<file path="config.mk">
export PLATFORM = sky130hd
export DESIGN_NAME = issue_flat
export DESIGN_NICKNAME = d
export VERILOG_FILES = /design/src/rtl/cpu_pkg.sv /design/src/rtl/fu_if.sv /design/src/rtl/issue.sv /design/src/flat_wrapper.sv
export VERILOG_INCLUDE_DIRS = /design/src /design/src/include
export SDC_FILE = /design/constraint.sdc
export NUM_CORES = 1
export LEC_CHECK = 0
export ABC_CLOCK_PERIOD_IN_PS = 6400
export BUFFER_PORTS_ARGS = -buffer_cell sky130_fd_sc_hd__buf_2
export CORE_AREA = 2 2 203 205
export DETAILED_ROUTE_END_ITERATION = 10
export DIE_AREA = 0 0 205 207
export GPL_TIMING_DRIVEN = 0
export SYNTH_ARGS = -nofsm -noshare
export SYNTH_HDL_FRONTEND = slang
export SYNTH_SLANG_ARGS = --single-unit
</file>
<file path="constraint.sdc">
create_clock -name clk -period 6.4 [get_ports clk]
set_input_delay 0.32 -clock clk [delete_from_list [all_inputs] [get_ports clk]]
set_output_delay 0.32 -clock clk [all_outputs]
set_load 0.02 [all_outputs]
</file>
<file path="src/include/cpu_config.svh">
`ifndef CPU_CONFIG_SVH
`define CPU_CONFIG_SVH

// Datapath and register file
`define XLEN 64
`define NREGS 32
`define REG_AW 5

// Immediate field, sign-extended at issue
`define IMM_W 12

// Iterative multiplier
`define MUL_BITS 4
`define MUL_CYCLES (`XLEN / `MUL_BITS)

`endif

</file>
<file path="src/rtl/cpu_pkg.sv">
`include "cpu_config.svh"

package cpu_pkg;

    // Operation codes, anything but op_mul goes to the integer pipe
    typedef enum logic [3:0] {
        op_add = 4'd0,
        op_sub = 4'd1,
        op_and = 4'd2,
        op_or  = 4'd3,
        op_xor = 4'd4,
        op_sll = 4'd5,
        op_srl = 4'd6,
        op_mul = 4'd7
    } opcode_e;

    typedef logic [`REG_AW-1:0] reg_idx_t;

    typedef logic [`XLEN-1:0] xdata_t;

    // Register file write port
    typedef struct packed {
        logic     en;
        reg_idx_t dst;
        xdata_t   data;
    } rf_write_t;

endpackage

</file>
<file path="src/rtl/fu_if.sv">
// Issue to functional unit dispatch
interface fu_issue_if;
    import cpu_pkg::*;

    logic     valid;
    logic     ready;
    opcode_e  op;
    reg_idx_t dst;
    xdata_t   operand_a;
    xdata_t   operand_b;

    modport issue (output valid, op, dst, operand_a, operand_b, input ready);
    modport unit (input valid, op, dst, operand_a, operand_b, output ready);
endinterface


</file>
<file path="src/rtl/issue.sv">
`include "cpu_config.svh"

module issue (
    input  logic                  clk,
    input  logic                  rst,
    input  logic                  op_valid,
    output logic                  op_ready,
    input  cpu_pkg::opcode_e      op_code,
    input  cpu_pkg::reg_idx_t     op_rd,
    input  cpu_pkg::reg_idx_t     op_rs1,
    input  cpu_pkg::reg_idx_t     op_rs2,
    input  logic [`IMM_W-1:0]     op_imm,
    input  logic                  op_use_imm,
    output cpu_pkg::reg_idx_t     rs1,
    output cpu_pkg::reg_idx_t     rs2,
    input  cpu_pkg::xdata_t       rdata1,
    input  cpu_pkg::xdata_t       rdata2,
    input  cpu_pkg::rf_write_t    wr,
    fu_issue_if.issue             alu,
    fu_issue_if.issue             mul
);
    import cpu_pkg::*;

    logic [`NREGS-1:0] busy;
    logic [`NREGS-1:0] clr_mask;
    logic [`NREGS-1:0] set_mask;
    logic [`NREGS-1:0] busy_now;
    logic              is_mul;
    logic              hazard;
    logic              unit_ready;
    logic              accept;
    xdata_t            imm_ext;
    xdata_t            operand_b;

    // A register retiring this cycle no longer counts as busy
    always_comb begin
        clr_mask = '0;
        if (wr.en) begin
            clr_mask[wr.dst] = 1'b1;
        end
    end

    assign busy_now = busy & ~clr_mask;

    // rs2 is only a source when the immediate is not used
    assign hazard = busy_now[op_rs1] ||
                    (!op_use_imm && busy_now[op_rs2]) ||
                    busy_now[op_rd];

    assign is_mul     = (op_code == op_mul);
    assign unit_ready = is_mul ? mul.ready : alu.ready;
    assign op_ready   = !hazard && unit_ready;
    assign accept     = op_valid && op_ready;

    always_comb begin
        set_mask = '0;
        if (accept && (op_rd != '0)) begin
            set_mask[op_rd] = 1'b1;
        end
    end

    // Scoreboard
    always_ff @(posedge clk) begin
        if (rst) begin
            busy <= '0;
        end else begin
            busy <= busy_now | set_mask;
        end
    end

    // Operand read
    assign rs1       = op_rs1;
    assign rs2       = op_rs2;
    assign imm_ext   = {{(`XLEN - `IMM_W){op_imm[`IMM_W-1]}}, op_imm};
    assign operand_b = op_use_imm ? imm_ext : rdata2;

    // Dispatch, both units see the same payload
    assign alu.valid     = accept && !is_mul;
    assign alu.op        = op_code;
    assign alu.dst       = op_rd;
    assign alu.operand_a = rdata1;
    assign alu.operand_b = operand_b;

    assign mul.valid     = accept && is_mul;
    assign mul.op        = op_code;
    assign mul.dst       = op_rd;
    assign mul.operand_a = rdata1;
    assign mul.operand_b = operand_b;

endmodule

</file>
<file path="src/flat_wrapper.sv">
// flat-port wrapper written by rule: the top's interface ports become plain ports
module issue_flat import cpu_pkg::*;
  (clk, rst, op_valid, op_ready, op_code, op_rd, op_rs1, op_rs2, op_imm, op_use_imm, rs1, rs2, rdata1, rdata2, wr, alu_valid, alu_op, alu_dst, alu_operand_a, alu_operand_b, alu_ready, mul_valid, mul_op, mul_dst, mul_operand_a, mul_operand_b, mul_ready);
  fu_issue_if alu_i ();
  fu_issue_if mul_i ();
  input  logic clk;
  input  logic rst;
  input  logic op_valid;
  output logic op_ready;
  input  cpu_pkg::opcode_e op_code;
  input  cpu_pkg::reg_idx_t op_rd;
  input  cpu_pkg::reg_idx_t op_rs1;
  input  cpu_pkg::reg_idx_t op_rs2;
  input  logic [`IMM_W-1:0] op_imm;
  input  logic op_use_imm;
  output cpu_pkg::reg_idx_t rs1;
  output cpu_pkg::reg_idx_t rs2;
  input  cpu_pkg::xdata_t rdata1;
  input  cpu_pkg::xdata_t rdata2;
  input  cpu_pkg::rf_write_t wr;
  output wire logic [$bits(alu_i.valid)-1:0] alu_valid;
  output wire logic [$bits(alu_i.op)-1:0] alu_op;
  output wire logic [$bits(alu_i.dst)-1:0] alu_dst;
  output wire logic [$bits(alu_i.operand_a)-1:0] alu_operand_a;
  output wire logic [$bits(alu_i.operand_b)-1:0] alu_operand_b;
  input wire logic [$bits(alu_i.ready)-1:0] alu_ready;
  output wire logic [$bits(mul_i.valid)-1:0] mul_valid;
  output wire logic [$bits(mul_i.op)-1:0] mul_op;
  output wire logic [$bits(mul_i.dst)-1:0] mul_dst;
  output wire logic [$bits(mul_i.operand_a)-1:0] mul_operand_a;
  output wire logic [$bits(mul_i.operand_b)-1:0] mul_operand_b;
  input wire logic [$bits(mul_i.ready)-1:0] mul_ready;
  assign alu_valid = alu_i.valid;
  assign alu_op = alu_i.op;
  assign alu_dst = alu_i.dst;
  assign alu_operand_a = alu_i.operand_a;
  assign alu_operand_b = alu_i.operand_b;
  assign alu_i.ready = alu_ready;
  assign mul_valid = mul_i.valid;
  assign mul_op = mul_i.op;
  assign mul_dst = mul_i.dst;
  assign mul_operand_a = mul_i.operand_a;
  assign mul_operand_b = mul_i.operand_b;
  assign mul_i.ready = mul_ready;
  issue u_core (.clk(clk), .rst(rst), .op_valid(op_valid), .op_ready(op_ready), .op_code(op_code), .op_rd(op_rd), .op_rs1(op_rs1), .op_rs2(op_rs2), .op_imm(op_imm), .op_use_imm(op_use_imm), .rs1(rs1), .rs2(rs2), .rdata1(rdata1), .rdata2(rdata2), .wr(wr), .alu(alu_i), .mul(mul_i));
endmodule
</file>
==> After elaboration in Yosys (flattened, before gate mapping) <==
Cells that the tools add are included.
{ "word_totals": {"regBits": 32, "input_bits": 235, "output_inout_bits": 287, "elab_cells": 39} }
{ "op_classes": {"n_lt_le_gt_ge": 6, "n_eq_ne": 1, "n_mux": 14, "bitwise_logic": 3, "n_reduce_logical": 14} }
{ "op_table": {"columns": ["cell", "n"], "rows": [
  ["2-to-1 mux 32 bit", 2],
  ["2-to-1 mux 64 bit", 1],
  ["AND 32 bit", 1],
  ["NOT 32 bit", 1],
  ["bitwise OR 32 bit", 1],
  ["less-than comparator 5 x 6 -> 1 bit (second input constant)", 4],
  ["binary-select mux 1 bit (select 5 bit)", 3],
  ["demux 1 bit (select 5 bit)", 2],
  ["greater-or-equal comparator 5 x 1 -> 1 bit (second input constant)", 2],
  ["logical AND 1 bit", 8],
  ["2-to-1 mux 1 bit", 6],
  ["nonzero test 5 bit", 1],
  ["== test 4 x 3 -> 1 bit (second input constant)", 1],
  ["logical NOT 1 bit", 3],
  ["logical OR 1 bit", 2]
]} }

==> Longest topological paths before layout <==
{ "depth": {"depth_word": 18, "mapped_depth": 10, "ltp_nobuf": 7} }

==> Worst setup path after synthesis <==
Ideal clock, no wire load.
{ "synth_path": {"path_kind": "input-to-output", "start": "input wr[67] (netlist bit)", "end": "output mul_valid", "arrival_time_ps": 2811, "t_required_ps": 6080, "slack_ps": 3269, "cell_stages": 8, "n_path_buf": 1, "cell_sequence": "buf_2 > or4b_4 > o2111ai_1 > nand4_1 > or3_1 > a311oi_4 > inv_2 > nor4_1"} }
{ "synth_via": {"elab_chain_cells": 16, "word_cells_on_any_way": 21} }
{ "synth_lines": {"columns": ["element", "line_no", "text"], "rows": [
  ["start: declaration", "flat_wrapper.sv:20", "input cpu_pkg::rf_write_t wr;"],
  ["less-than comparator 5 x 6 -> 1 bit (not written as such) / greater-or-equal comparator 5 x 1 -> 1 bit (equally long branches)", "issue.sv:39", "clr_mask[wr.dst] = 1'b1;"],
  ["logical AND 1 bit (not written as such)", "issue.sv:39", null],
  ["2-to-1 mux 1 bit (not written as such)", "issue.sv:39", null],
  ["demux 1 bit (select 5 bit) *", null, null],
  ["2-to-1 mux 32 bit *", "issue.sv:38", "if (wr.en) begin"],
  ["NOT 32 bit *", "issue.sv:43", "assign busy_now = busy & ~clr_mask;"],
  ["AND 32 bit *", "issue.sv:43", null],
  ["binary-select mux 1 bit (select 5 bit)", "issue.sv:47", "(!op_use_imm && busy_now[op_rs2]) ||"],
  ["2-to-1 mux 1 bit (not written as such)", "issue.sv:47", null],
  ["logical AND 1 bit", "issue.sv:47", null],
  ["logical OR 1 bit", "issue.sv:46", "assign hazard = busy_now[op_rs1] ||"],
  ["logical OR 1 bit *", "issue.sv:47", null],
  ["logical NOT 1 bit *", "issue.sv:52", "assign op_ready = !hazard && unit_ready;"],
  ["logical AND 1 bit *", "issue.sv:52", null],
  ["logical AND 1 bit *", "issue.sv:53", "assign accept = op_valid && op_ready;"],
  ["logical AND 1 bit *", "issue.sv:84", "assign mul.valid = accept && is_mul;"],
  ["end: declaration", "flat_wrapper.sv:27", "output wire logic [$bits(mul_i.valid)-1:0] mul_valid;"]
]} }
Every way passes the cells marked *; elsewhere a longest branch is shown, timed or not. The select of a mux whose other input is x is not followed.

==> Worst setup path in the final report <==
{ "layout_path": {"start": "input wr[64] (netlist bit)", "end": "output mul_valid"} }
Same word-level chain as after synthesis.

==> results by group <==
Outcome
  – Status: completed

Clock tree
  – Clock root buffer: clkbuf_16
  – Clock sinks: 32
  – CTS Buf Count: 5
  – CTS HTree Levels: 2
  – Clk Latency, worst-skew pair: 280 ps
  – Clock Tree Buf Depth: 2
  – Post-CTS Setup Inserts: 0
  – CTS tree: yes
  – Post-CTS Resized: 0
  – # hold bufs at CTS: 0
  – Clock-pin slew on the worst setup and hold paths: 50 ps

Global route
  – Gr usage total: 11.9%
  – GR Overflow Total: 0
  – Initial antenna violation count: 3
  – Pin count of the biggest net entering global routing: 11
  – Global-route wire length before repair: 38.8 mm
  – Vias in the first global route: 6,294

Logic synthesis
  – Complex-gate fraction of the synthesized area: 21.9%
  – Main synth FF type: dfxtp_1
  – EDFF count, synth: 0
  – Largest family of logic cells by synthesized area: buffers and inverters
  – Adder-cell share of the synthesized area: 0%
  – Yosys reg bits: 32
  – Post-synthesis mux area share: 7.55%
  – Syn_area_per_cell: 7.16 µm²
  – Synth unique cells: 68
  – Post-synth top area share: 30.3%
  – Syn. warnings: 0
  – Mapped Area: 5520 µm²
  – XOR/XNOR Fraction of Synth Area: 0.476%
  – Synth top area cells: buf_4, dfxtp_1, o21ai_0, inv_1, mux2i_1
  – Register area share after synthesis: 11.6%
  – Synthesized Nets: 1,006
  – Dominant cell type by area after synthesis: buf_4
  – Synth Area in Simple Gates: 19.7%
  – Post-synth ARST share: 0%
  – Gate Count Post-Synth: 771

Power and ir drop
  – Leak pwr: 4.07 nW
  – Pwr Density: 125 nW/µm²
  – Total Power: 1.03 mW
  – Max rail drop VDD: 0.0000722 V

Placed design
  – Placed cell area: 8120 µm²
  – Setup WS pre-CTS: 2270 ps
  – Port-buffer cells: 387
  – Cell total after placement: 1,690
  – GP Congestion: 0.978
  – Final HPWL from detailed placement: 23.2 mm

Die
  – Die outline width: 205 µm
  – Boundary Pins: 522
  – Initial Utilization: 13.7%
  – Die height: 207 µm
  – Die area: 42,400 µm²
  – Row cnt: 74
  – Core Region: 40,400 µm²

Critical path
  – Crit Reg-Reg Endpoint: u_core.busy[31]$_SDFF_PP0_
  – Worst setup SP type: primary input
  – Crit path required time: 6080 ps
  – Worst R2R Path Depth: 8
  – R2r setup slk: 3450 ps
  – Crit Path Max Fanout: 10
  – Critical path origin: wr[64]
  – Crit path to: mul_valid
  – Setup crit end kind: output port
  – CP arrival: 4060 ps
  – Critical path class: primary input to output port
  – FF-to-FF Start: u_core.busy[27]$_SDFF_PP0_

STA
  – Worst slack on hold paths: 415 ps
  – Final Skew: 0.967 ps
  – Min Tclk post-route: 4380 ps
  – Rel. slew slack: 36.6%
  – RSZ-0062 raised after global routing: no
  – Final Max Tran Viols: 0
  – Fin crit share: 68.4%
  – Final worst setup slack: 2020 ps
  – Worst Max-Slew Pin Slew: 944 ps
  – Setup violators final: 0
  – Final number of hold-violating endpoints: 0
  – Peak Freq: 228 MHz
  – Sum of negative setup slack: 0 ps

Routing
  – Detail Route Antenna Nets: 0
  – Wire per inst: 16.1 µm
  – Vias/cell: 4.11
  – Starting DRT DRC Count: 600
  – Remaining DRCs: 0
  – DR vias: 6,974
  – DRT Pass-1 Iters: 5
  – Post-Route WL: 27.4 mm

Job
  – Max Cap Viol: 0

Min path
  – Hold Crit Class: primary input to register

Finish
  – Commonest cells after routing, fill and taps aside: buf_2, buf_4, o21ai_0, inv_1, clkbuf_1
  – Largest regs: u_core.busy x32
  – Layout Utilization: 20.5%
  – Antenna diode count: 0
  – Register with the most flip-flops: u_core.busy
  – Area Growth Syn to Fin: 49.9%
  – Final instance area: 8270 µm²
  – Most common cell after layout, fill and taps aside: buf_2
  – Final Non-Filler Cells: 1,697
  – Share of post-route cells with drive strength above 1: 56.7%
  – Nets: 1,400
  – Max FFs per register: 32
-- metal layers --
| layer | track usage, % | vias up | wire length [µm] |
|---|---|---|---|
| met1 | 14.1 | 3123 | 10100 |
| met3 | 2.19 | 80 | 2920 |
| met5 | 0 | - | 27 |
| li1 | - | 3278 | - |
| met2 | 21.6 | 489 | 13400 |
| met4 | 3.37 | 4 | 908 |
-- final cells by class --
cell class	instances	area (µm²)
plain buffers	274	1900
clock buffers	7	153
fillers	4529	32100
inverters	63	236
multi-input cells	402	2740
flip-flops and latches	32	641
well taps	532	666
repair buffers	387	1940
-- cells in the mapped netlist, types with 4 or more instances --
library cell  count
buf_4           223
o21ai_0          78
inv_1            61
clkbuf_1         38
dfxtp_1          32
nand4_1          27
o21ai_1          24
nand3_1          23
nor2_1           21
mux2i_1          18
nand2_1          18
nand2b_1         14
mux2_2           13
nor2b_1          12
o22ai_1          11
o2111ai_1        10
nand3b_1          9
or2_2             9
a211oi_1          7
o211ai_1          7
buf_2             6
nor3_1            6
a311oi_1          5
a41oi_1           5
and2_1            4
and3_1            4
buf_6             4
mux4_2            4
nand4b_1          4
-- worst max-delay path, stage by stage --
cell,delay [ps]
buf_2,100
buf_2,260
nand2_1,370
o21ai_0,820
or3_1,210
nand4_1,110
nor4_1,460
nand4_1,470
clkbuf_1,440
nor4_1,260
buf_2,210
-- power by group --
part           internal, mW  switching (mW)  leakage [nW]
Clock                 0.163          0.0871        0.0760
Combinational         0.239           0.343          3.74
Sequential            0.201         0.00177         0.258
-- how the worst min path moves through the flow --
| stage | startpoint | depth (start not counted) | slack, ps | endpoint |
|---|---|---|---|---|
| finish | rst | 4 | 420 | u_core.busy[30]$_SDFF_PP0_ |
| global placement | u_core.busy[0]$_SDFF_PP0_ | 2 | 510 | u_core.busy[0]$_SDFF_PP0_ |
| CTS | rst | 4 | 410 | u_core.busy[30]$_SDFF_PP0_ |
| global route | rst | 4 | 460 | u_core.busy[30]$_SDFF_PP0_ |
| floorplan | u_core.busy[0]$_SDFF_PP0_ | 2 | 440 | u_core.busy[0]$_SDFF_PP0_ |
| detailed placement | u_core.busy[0]$_SDFF_PP0_ | 2 | 520 | u_core.busy[0]$_SDFF_PP0_ |
-- logic make-up (layout without fill, tap and decap cells) --
group,Yosys count,count (layout)
buffers and inverters,337,731
AND/OR/NAND/NOR,179,179
AO/OA/AOI/OAI,185,185
multiplexers,35,35
flip-flops,32,32
XOR/XNOR,3,3
Power figures use the tool's default switching activity.
