==> src/include/cpu_config.svh <==
`ifndef CPU_CONFIG_SVH
`define CPU_CONFIG_SVH

// Datapath and register file
`define XLEN 64
`define NREGS 32
`define REG_AW 5

// Immediate field, sign-extended at issue
`define IMM_W 12

// Iterative multiplier
`define MUL_BITS 4
`define MUL_CYCLES (`XLEN / `MUL_BITS)

`endif

==> src/rtl/cpu_pkg.sv <==
`include "cpu_config.svh"

package cpu_pkg;

    // Operation codes, anything but op_mul goes to the integer pipe
    typedef enum logic [3:0] {
        op_add = 4'd0,
        op_sub = 4'd1,
        op_and = 4'd2,
        op_or  = 4'd3,
        op_xor = 4'd4,
        op_sll = 4'd5,
        op_srl = 4'd6,
        op_mul = 4'd7
    } opcode_e;

    typedef logic [`REG_AW-1:0] reg_idx_t;

    typedef logic [`XLEN-1:0] xdata_t;

    // Register file write port
    typedef struct packed {
        logic     en;
        reg_idx_t dst;
        xdata_t   data;
    } rf_write_t;

endpackage

==> src/rtl/fu_if.sv <==


// Functional unit to writeback arbiter
interface fu_wb_if;
    import cpu_pkg::*;

    logic     valid;
    logic     ready;
    reg_idx_t dst;
    xdata_t   result;

    modport unit (output valid, dst, result, input ready);
    modport arbiter (input valid, dst, result, output ready);
endinterface

==> src/rtl/wb_arbiter.sv <==
module wb_arbiter (
    fu_wb_if.arbiter           mul_wb,
    fu_wb_if.arbiter           alu_wb,
    output cpu_pkg::rf_write_t wr
);
    import cpu_pkg::*;

    logic mul_grant;
    logic alu_grant;

    // Multiplier first, it has stalled issue the longest
    assign mul_grant = mul_wb.valid;
    assign alu_grant = alu_wb.valid && !mul_wb.valid;

    assign mul_wb.ready = mul_grant;
    assign alu_wb.ready = alu_grant;

    always_comb begin
        wr.en = mul_grant || alu_grant;
        if (mul_grant) begin
            wr.dst  = mul_wb.dst;
            wr.data = mul_wb.result;
        end else begin
            wr.dst  = alu_wb.dst;
            wr.data = alu_wb.result;
        end
    end

endmodule

==> src/flat_wrapper.sv <==
// flat-port wrapper written by rule: the top's interface ports become plain ports
module wb_arbiter_flat import cpu_pkg::*;
  (wr, mul_wb_valid, mul_wb_dst, mul_wb_result, mul_wb_ready, alu_wb_valid, alu_wb_dst, alu_wb_result, alu_wb_ready);
  fu_wb_if mul_wb_i ();
  fu_wb_if alu_wb_i ();
  output cpu_pkg::rf_write_t wr;
  input wire logic [$bits(mul_wb_i.valid)-1:0] mul_wb_valid;
  input wire logic [$bits(mul_wb_i.dst)-1:0] mul_wb_dst;
  input wire logic [$bits(mul_wb_i.result)-1:0] mul_wb_result;
  output wire logic [$bits(mul_wb_i.ready)-1:0] mul_wb_ready;
  input wire logic [$bits(alu_wb_i.valid)-1:0] alu_wb_valid;
  input wire logic [$bits(alu_wb_i.dst)-1:0] alu_wb_dst;
  input wire logic [$bits(alu_wb_i.result)-1:0] alu_wb_result;
  output wire logic [$bits(alu_wb_i.ready)-1:0] alu_wb_ready;
  assign mul_wb_i.valid = mul_wb_valid;
  assign mul_wb_i.dst = mul_wb_dst;
  assign mul_wb_i.result = mul_wb_result;
  assign mul_wb_ready = mul_wb_i.ready;
  assign alu_wb_i.valid = alu_wb_valid;
  assign alu_wb_i.dst = alu_wb_dst;
  assign alu_wb_i.result = alu_wb_result;
  assign alu_wb_ready = alu_wb_i.ready;
  wb_arbiter u_core (.mul_wb(mul_wb_i), .alu_wb(alu_wb_i), .wr(wr));
endmodule
==> config.mk <==
export PLATFORM = sky130hd
export DESIGN_NAME = wb_arbiter_flat
export DESIGN_NICKNAME = d
export VERILOG_FILES = /design/src/rtl/cpu_pkg.sv /design/src/rtl/fu_if.sv /design/src/rtl/wb_arbiter.sv /design/src/flat_wrapper.sv
export VERILOG_INCLUDE_DIRS = /design/src /design/src/include
export SDC_FILE = /design/constraint.sdc
export NUM_CORES = 1
export LEC_CHECK = 0
export BUFFER_PORTS_ARGS = -buffer_cell sky130_fd_sc_hd__clkbuf_2
export CORE_AREA = 4 4 79 81
export DETAILED_ROUTE_END_ITERATION = 8
export DIE_AREA = 0 0 83 85
export PLACE_DENSITY = 0.68
export SLEW_MARGIN = 20
export SYNTH_ARGS = -nofsm -noshare
export SYNTH_HDL_FRONTEND = slang
export SYNTH_SLANG_ARGS = --single-unit
==> constraint.sdc <==
create_clock -name vclk -period 0.85
set_input_delay 0.085 -clock vclk [all_inputs]
set_output_delay 0.085 -clock vclk [all_outputs]
set_load 0.02 [all_outputs]
# Yosys cells after proc, flatten, opt, wreduce, memory -nomap -nowiden
# Index checks and enable logic that the tools add are counted.
# W data, S select, Z words.
[word_totals]
out_inout_bits = 72
wordCells = 4
in_bits = 140
reg_bits = 0
[op_classes]
n_reduce_logical = 3
mux = 1
[op_table]
columns = ["op", "n"]
rows = [
  ["$mux W69", 1],
  ["$logic_and A1 B1 Y1", 1],
  ["$logic_not A1 Y1", 1],
  ["$logic_or A1 B1 Y1", 1],
]

# Logic depth before layout (Yosys ltp)
# Gate-level depths: netlist of run 1.
[depth]
word_depth = 3
ltp_mapped = 3
mapped_depth_nobuf = 1

# Least setup slack after synthesis of run 1
# OpenSTA, ideal clock, no wires.
[synth_path]
kind = "input port to output port"
start = "input port mul_wb_valid"
end = "output port wr[0] in the netlist's numbering"
required_ns = 0.765
slack_ns = 0.028
arrival_time_ns = 0.737
cell_stages = 3
n_path_buf = 2
cell_sequence = "buf_6 > buf_12 > mux2_4"
[synth_rtl]
columns = ["item", "line", "source"]
rows = [
  ["from (decl)", "flat_wrapper.sv:7", "input wire logic [$bits(mul_wb_i.valid)-1:0] mul_wb_valid;"],
  ["to (decl)", "flat_wrapper.sv:6", "output cpu_pkg::rf_write_t wr;"],
]

==> flow_metrics.env, run 1 <==
export IMPL_outcome="finished, violations left"
export IMPL_violations="setup timing"
export IMPL_max_slew_margin_pct=91.9
export IMPL_gp_congestion=0.824
export IMPL_synthCells=80
export IMPL_drive_above_1_share_pct=99.7
export IMPL_grt_setup_unrepaired="yes"
export IMPL_area_growth_pct=155
export IMPL_start_kind="input port"
export IMPL_synth_yosys_seq_area_share_pct=0
export IMPL_yosys_area_top_type_share_pct=84.8
export IMPL_ys_types=7
export IMPL_synth_area_leader_cell="mux2_4"
export IMPL_die_area_sq_mm=0.00706
export IMPL_dp_cells=359
export IMPL_initial_core_util_pct=22.0
export IMPL_yosysWarnings=0
export IMPL_core_area_sq_mm=0.00547
export IMPL_grt_max_degree=10
export IMPL_yosysMostFrequentCell="mux2_4"
export IMPL_dp_hpwl_microns=4740
export IMPL_hp_class="in -> out"
export IMPL_seq_cells=0
export IMPL_io_pins=212
export IMPL_cpMaxStageDelayCell="mux2_4"
export IMPL_finalWirelength_microns=6140
export IMPL_hold_end="wr[69]"
export IMPL_synth_compound_area_share_pct=0
export IMPL_postLayoutCellArea_sq_mm=0.00307
export IMPL_finalSetupViolations=68
export IMPL_synth_top_family_by_area="multiplexers"
export IMPL_period_share_pct=106
export IMPL_cts_setup_buffers=0
export IMPL_grt_total_usage_pct=14.8
export IMPL_hold_path_cell_count=3
export IMPL_maxCapViolCount=0
export IMPL_dr_total_vias=1556
export IMPL_antenna_found_initial=0
export IMPL_grt_first_pass_wirelength_microns=8850
export IMPL_synthMuxAreaShare_pct=85.8
export IMPL_vdd_drop_max_v=0.000381
export IMPL_dpl_cell_area_sq_mm=0.00225
export IMPL_dr_pass1_iters=2
export IMPL_antenna_diode_count=0
export IMPL_endpoint_kind="output port"
export IMPL_path_buf_inv=3
export IMPL_die_w_microns=83
export IMPL_drtIter0Drc=6
export IMPL_grt_pass1_vias=1790
export IMPL_synth_area_leaders="mux2_4 85%, buf_12 12%, buf_6 0.94%, mux2_2 0.94%, buf_4 0.62%"
export IMPL_tightest_slew_ns=0.122
export IMPL_wl_per_cell_microns=16.7
export IMPL_clkbuf_count=0
export IMPL_setup_slack_ns=-0.0505
export IMPL_die_h_microns=85
export IMPL_holdBufCountCts=0
export IMPL_cp_top_family="buffers and inverters"
export IMPL_crit_type="in -> out"
export IMPL_regArea_sq_um=0
export IMPL_critPathRequiredTime_ns=0.76
export IMPL_avgSynthCellArea_sq_um=15.0
export IMPL_syn_num_nets=220
export IMPL_syn_area_sq_mm=0.00120
export IMPL_hold_ws_ns=0.464
export IMPL_fmax_ghz=1.11
export IMPL_period_minus_slack_ns=0.901
export IMPL_hold_start="alu_wb_valid"
export IMPL_crit_chain="buf_16, buf_12, mux2_4, buf_8"
export IMPL_power_density_mw_per_mm2=698
export IMPL_final_cell_count_no_fill=367
export IMPL_synth_simple_area_share_pct=1.04
export IMPL_vias_per_cell=4.24
export IMPL_row_count=27
export IMPL_report_final_hold_viol_count=0
export IMPL_synth_xor_area_share_pct=0
export IMPL_grt_overflow=0
export IMPL_finalNetCount=437
export IMPL_critPathMaxStageDelay_ns=0.31
export IMPL_synth_fa_ha_area_share_pct=0
export IMPL_p_leak_uw=0.00177
export IMPL_drtAntennaViolNets=0
export IMPL_io_buffer_count=212
export IMPL_ys_top_cells_by_count="68 x mux2_4, 7 x buf_12"
export IMPL_path_max_fanout=8
export IMPL_drv_slew=0
export IMPL_drc=0
export IMPL_cp_arrival_ns=0.82
export IMPL_fin_util_pct=56.1
[logic make-up (layout without fill, tap and decap cells)]
group | after synthesis | in the layout
buf+inv | 9 | 224
mux | 69 | 69
simple gates | 2 | 2
[worst min-delay path, stage by stage]
cell and delay, ns:
clkbuf_2 0.08, or2_4 0.11, buf_8 0.10
[report_power, final]
part	total, uW	switching (uW)	internal [uW]
Combinational	2140	828	1310
Clock	0	0	0
Sequential	0	0	0
[what timing repair did]
action	CTS	global route
endpoints found under the setup margin	70	70
gates resized for setup	75	154
pin swaps	0	0
hold endpoints to repair	0	0
gates cloned	7	1
[final cells by class]
type / count / area, sq um
Tap cell: 72 / 90.1
Multi-Input combinational cell: 71 / 1050
Fill cell: 470 / 2400
Timing Repair Buffer: 224 / 1930
[per-stage QoR]
step           TNS (ns)  setup WS [ns]  total power (uW)
2_1_floorplan         0         0.0282               968
3_3_place_gp     -11.41         -0.191              1500
3_5_place_dp     -12.00         -0.203              1520
4_1_cts           -3.73        -0.0705              1850
5_1_grt           -3.51        -0.0643              2240
6_report          -2.60        -0.0505              2140
[metal layers]
metal  GRT usage, %  up-vias  wire (microns)
met3           3.88        2             616
met4          0.594        0              24
met1           13.6      700            1860
met2           33.2      121            3640
li1               -      733               -
met5              0        -               0
[worst max path at each step]
| stage | from | to | slack [ns] | cells past startpoint |
|---|---|---|---|---|
| final | mul_wb_valid | wr[34] | -0.05 | 4 |
| after global routing | mul_wb_valid | wr[34] | -0.06 | 4 |
| after CTS | mul_wb_valid | wr[17] | -0.07 | 4 |
| after detailed placement | mul_wb_valid | wr[17] | -0.20 | 4 |
| after global placement | mul_wb_valid | wr[41] | -0.19 | 4 |
| after floorplan | mul_wb_valid | wr[0] | 0.03 | 3 |
[cells in the final DEF (no fill, tap or decap)]
cell type,Yosys,final
clkbuf_2,0,141
mux2_4,68,69
buf_6,1,42
buf_8,0,29
buf_16,0,9
buf_12,7,2
nor2b_1,1,1
or2_4,0,1
clkbuf_16,0,1
Note: power is estimated with default switching activity, not from simulation.
==> run 2: changes to the inputs <==
--- a/config.mk
+++ b/config.mk
@@ -7,10 +7,10 @@
 export NUM_CORES = 1
 export LEC_CHECK = 0
 export BUFFER_PORTS_ARGS = -buffer_cell sky130_fd_sc_hd__clkbuf_2
-export CORE_AREA = 4 4 79 81
+export CORE_AREA = 4 4 80 82
 export DETAILED_ROUTE_END_ITERATION = 8
-export DIE_AREA = 0 0 83 85
-export PLACE_DENSITY = 0.68
+export DIE_AREA = 0 0 84 86
+export PLACE_DENSITY = 0.69
 export SLEW_MARGIN = 20
 export SYNTH_ARGS = -nofsm -noshare
 export SYNTH_HDL_FRONTEND = slang
==> constraint.sdc (replaced) <==
create_clock -name vclk -period 0.8
set_input_delay 0.08 -clock vclk [all_inputs]
set_output_delay 0.08 -clock vclk [all_outputs]
set_load 0.02 [all_outputs]
==> flow_metrics.env, run 2 (same netlist as run 1, synthesis figures left out) <==
export IMPL_finalWirelength_microns=5980
export IMPL_drv_slew=0
export IMPL_critPathMaxStageDelay_ns=0.31
export IMPL_grt_setup_unrepaired="yes"
export IMPL_grt_total_usage_pct=12.1
export IMPL_endpoint_kind="output port"
export IMPL_dp_hpwl_microns=4490
export IMPL_io_pins=212
export IMPL_grt_max_degree=17
export IMPL_hold_ws_ns=0.454
export IMPL_path_max_fanout=8
export IMPL_regArea_sq_um=0
export IMPL_final_cell_mix="140 x clkbuf_2, 69 x mux2_4, 68 x buf_6"
export IMPL_outcome="finished, violations left"
export IMPL_dr_pass1_iters=4
export IMPL_internal_power_uw=1310
export IMPL_drive_above_1_share_pct=99.7
export IMPL_hold_path_cell_count=3
export IMPL_clock_power_share_pct=0
export IMPL_p_sw_share_pct=39.5
export IMPL_report_final_hold_viol_count=0
export IMPL_final_common_cell="clkbuf_2"
export IMPL_fmax_ghz=1.10
export IMPL_setup_slack_ns=-0.110
export IMPL_cp_top_family="buffers and inverters"
export IMPL_finalPower_uw=2160
export IMPL_grt_overflow=0
export IMPL_initial_core_util_pct=20.9
export IMPL_grt_pass1_vias=1613
export IMPL_critPathRequiredTime_ns=0.72
export IMPL_period_minus_slack_ns=0.910
export IMPL_antenna_found_initial=0
export IMPL_grt_first_pass_wirelength_microns=7370
export IMPL_cp_arrival_ns=0.83
export IMPL_die_area_sq_mm=0.00722
export IMPL_violations="setup timing"
export IMPL_max_slew_margin_pct=92.2
export IMPL_dr_total_vias=1553
export IMPL_die_h_microns=86
export IMPL_finalNetCount=437
export IMPL_antenna_diode_count=0
export IMPL_drtAntennaViolNets=0
export IMPL_fin_util_pct=51.5
export IMPL_vias_per_cell=4.20
export IMPL_die_w_microns=84
export IMPL_drc=0
export IMPL_gp_congestion=0.865
export IMPL_vdd_drop_max_v=0.000362
export IMPL_crit_type="in -> out"
export IMPL_crit_chain="buf_16, clkbuf_16, mux2_4, buf_6"
export IMPL_area_growth_pct=146
export IMPL_power_density_mw_per_mm2=730
export IMPL_drtIter0Drc=19
export IMPL_cpMaxStageDelayCell="mux2_4"
export IMPL_start_kind="input port"
export IMPL_power_switching_uw=853
export IMPL_core_area_sq_mm=0.00575
export IMPL_cts_setup_buffers=0
export IMPL_hp_class="in -> out"
export IMPL_period_share_pct=114
export IMPL_maxCapViolCount=0
export IMPL_wl_per_cell_microns=16.2
export IMPL_power_frac_comb_pct=100.0
export IMPL_seq_cells=0
export IMPL_row_count=28
export IMPL_path_buf_inv=3
export IMPL_hold_start="alu_wb_valid"
export IMPL_p_leak_uw=0.00173
export IMPL_io_buffer_count=212
export IMPL_finalSetupViolations=70
export IMPL_tightest_slew_ns=0.118
export IMPL_clkbuf_count=0
export IMPL_seq_power_share_pct=0
export IMPL_hold_end="wr[69]"
[run 2: final cells by class]
| cell class | count | area (sq um) |
|---|---|---|
| well taps | 75 | 93.8 |
| fillers | 518 | 2790 |
| multi-input cells | 71 | 1050 |
| repair buffers | 224 | 1810 |
[run 2: per-layer routing]
layer | track usage [%] | vias to the layer above | wire [microns]
li1 | - | 736 | -
met4 | 0.585 | 0 | 47
met1 | 12.7 | 687 | 2050
met5 | 0 | - | 0
met2 | 25.0 | 126 | 3250
met3 | 3.17 | 4 | 624
[run 2: power by group through the flow]
stage / Clock (uW) / Combinational (uW) / Sequential, uW
floorplan: 0 / 1030 / 0
global placement: 0 / 1590 / 0
detailed placement: 0 / 1610 / 0
CTS: 0 / 1710 / 0
global route: 0 / 2270 / 0
finish: 0 / 2160 / 0
[run 2: worst min-delay path, delay by kind of cell]
| family | cells | cell delay [ns] |
|---|---|---|
| simple gates | 1 | 0.11 |
| buf+inv | 2 | 0.19 |
[run 2: per-stage QoR]
| stage | worst slack (ns) | instances | setup TNS (ns) | instance area (sq um) |
|---|---|---|---|---|
| after floorplan | 0.0104 | 80 | 0 | 1210 |
| after global placement | -0.229 | 362 | -14.35 | 2260 |
| after detailed placement | -0.236 | 362 | -14.89 | 2260 |
| after CTS | -0.164 | 365 | -9.69 | 2400 |
| after global routing | -0.125 | 370 | -7.48 | 2960 |
| final | -0.110 | 370 | -6.33 | 2960 |
[run 2: repair_timing]
item                                    4_1_cts  5_1_grt
endpoints found under the setup margin       70       71
resized for setup                            14      211
cloned                                        3        5
pin swaps                                     0        1
hold buffers                                  0        0
[run 2: worst max path at each step]
stage / from / endpoint / slack [ns] / cells after the start
2_1_floorplan: mul_wb_valid / wr[69] / 0.01 / 3
5_1_grt: mul_wb_valid / wr[11] / -0.13 / 4
6_report: mul_wb_valid / wr[8] / -0.11 / 4
4_1_cts: mul_wb_valid / wr[9] / -0.16 / 4
3_3_place_gp: mul_wb_valid / wr[58] / -0.23 / 4
3_5_place_dp: mul_wb_valid / wr[41] / -0.24 / 4
==> run 3: changes to the inputs <==
--- a/config.mk
+++ b/config.mk
@@ -11,6 +11,7 @@
 export DETAILED_ROUTE_END_ITERATION = 8
 export DIE_AREA = 0 0 84 86
 export PLACE_DENSITY = 0.69
+export RECOVER_POWER = 100
 export SLEW_MARGIN = 20
 export SYNTH_ARGS = -nofsm -noshare
 export SYNTH_HDL_FRONTEND = slang
==> flow_metrics.env, run 3 (same netlist as run 1, synthesis figures left out) <==
export IMPL_die_h_microns=86
export IMPL_io_pins=212
export IMPL_fin_util_pct=51.5
export IMPL_finalSetupTns_ns=-6.34
export IMPL_postLayoutCellArea_sq_mm=0.00296
export IMPL_cts_setup_buffers=0
export IMPL_path_max_fanout=8
export IMPL_drtIter0Drc=18
export IMPL_clkbuf_count=0
export IMPL_dpl_cell_area_sq_mm=0.00226
export IMPL_row_count=28
export IMPL_finalWirelength_microns=5990
export IMPL_tightest_slew_ns=0.250
export IMPL_die_area_sq_mm=0.00722
export IMPL_violations="setup timing"
export IMPL_endpoint_kind="output port"
export IMPL_period_share_pct=114
export IMPL_dr_total_vias=1572
export IMPL_antenna_found_initial=0
export IMPL_grt_total_usage_pct=12.1
export IMPL_vias_per_cell=4.25
export IMPL_grt_max_degree=17
export IMPL_grt_pass1_vias=1613
export IMPL_finalNetCount=437
export IMPL_outcome="finished, violations left"
export IMPL_fmax_ghz=1.10
export IMPL_die_w_microns=84
export IMPL_drive_above_1_share_pct=99.3
export IMPL_finalSetupViolations=70
export IMPL_period_minus_slack_ns=0.910
export IMPL_max_slew_margin_pct=83.4
export IMPL_report_final_hold_viol_count=0
export IMPL_finalPower_uw=2160
export IMPL_seq_cells=0
export IMPL_drv_slew=0
export IMPL_grt_first_pass_wirelength_microns=7370
export IMPL_final_common_cell="clkbuf_2"
export IMPL_dp_hpwl_microns=4490
export IMPL_drc=0
export IMPL_gp_congestion=0.865
export IMPL_nFillCells=518
export IMPL_setup_slack_ns=-0.110
export IMPL_initial_core_util_pct=20.9
export IMPL_vdd_drop_max_v=0.000362
export IMPL_grt_overflow=0
export IMPL_crit_type="in -> out"
export IMPL_core_area_sq_mm=0.00575
export IMPL_io_buffer_count=212
export IMPL_wl_per_cell_microns=16.2
export IMPL_dr_pass1_iters=4
export IMPL_regArea_sq_um=0
export IMPL_final_cell_mix="139 x clkbuf_2, 69 x mux2_4, 68 x buf_6"
export IMPL_hp_class="in -> out"
export IMPL_holdBufCountCts=0
export IMPL_dp_cells=362
export IMPL_final_cell_count_no_fill=370
export IMPL_grt_setup_unrepaired="yes"
export IMPL_maxCapViolCount=0
export IMPL_critPathRequiredTime_ns=0.72
export IMPL_cp_arrival_ns=0.83
export IMPL_drtAntennaViolNets=0
export IMPL_area_growth_pct=146
export IMPL_antenna_diode_count=0
export IMPL_p_leak_uw=0.00173
export IMPL_power_density_mw_per_mm2=731
export IMPL_start_kind="input port"
## run 3: report_power, final
part | internal, uW | leakage, uW | switching (uW)
Clock | 0 | 0 | 0
Combinational | 1310 | 0.00173 | 854
Sequential | 0 | 0 | 0
Total | 1310 | 0.00173 | 854
## run 3: metal layers
metal,track usage [%],part of all wire (%),vias to the layer above
met4,0.585,0.70,0
met1,12.7,34,695
li1,-,-,737
met2,25.0,55,134
met5,0,0,-
met3,3.17,11,6
## run 3: per-stage QoR
step	setup slack (ns)	hold WS, ns
6_report	-0.110	0.454
5_1_grt	-0.125	0.478
4_1_cts	-0.164	0.482
3_5_place_dp	-0.236	0.481
3_3_place_gp	-0.229	0.488
2_1_floorplan	0.0104	0.273
## run 3: area by class of cell
type	instances	area (sq um)	share of cell area (%)
timing repair buffer	224	1810	61.3
multi-input combinational	71	1050	35.5
tap	75	93.8	3.17
## run 3: what timing repair did
item                       in CTS  in global routing
setup endpoints to repair      70                 71
gates resized for setup        14                211
pin swaps                       0                  1
cloned                          3                  5
## run 3: worst paths after layout
path	slack, ns	end	cells after the start	startpoint
worst max-delay path	-0.11	wr[8]	4	mul_wb_valid
worst min-delay path	0.45	wr[69]	3	alu_wb_valid
## run 3: critical path, cell delays in order
cell and delay, ns:
buf_16 0.13, clkbuf_16 0.17, mux2_4 0.31, buf_6 0.14
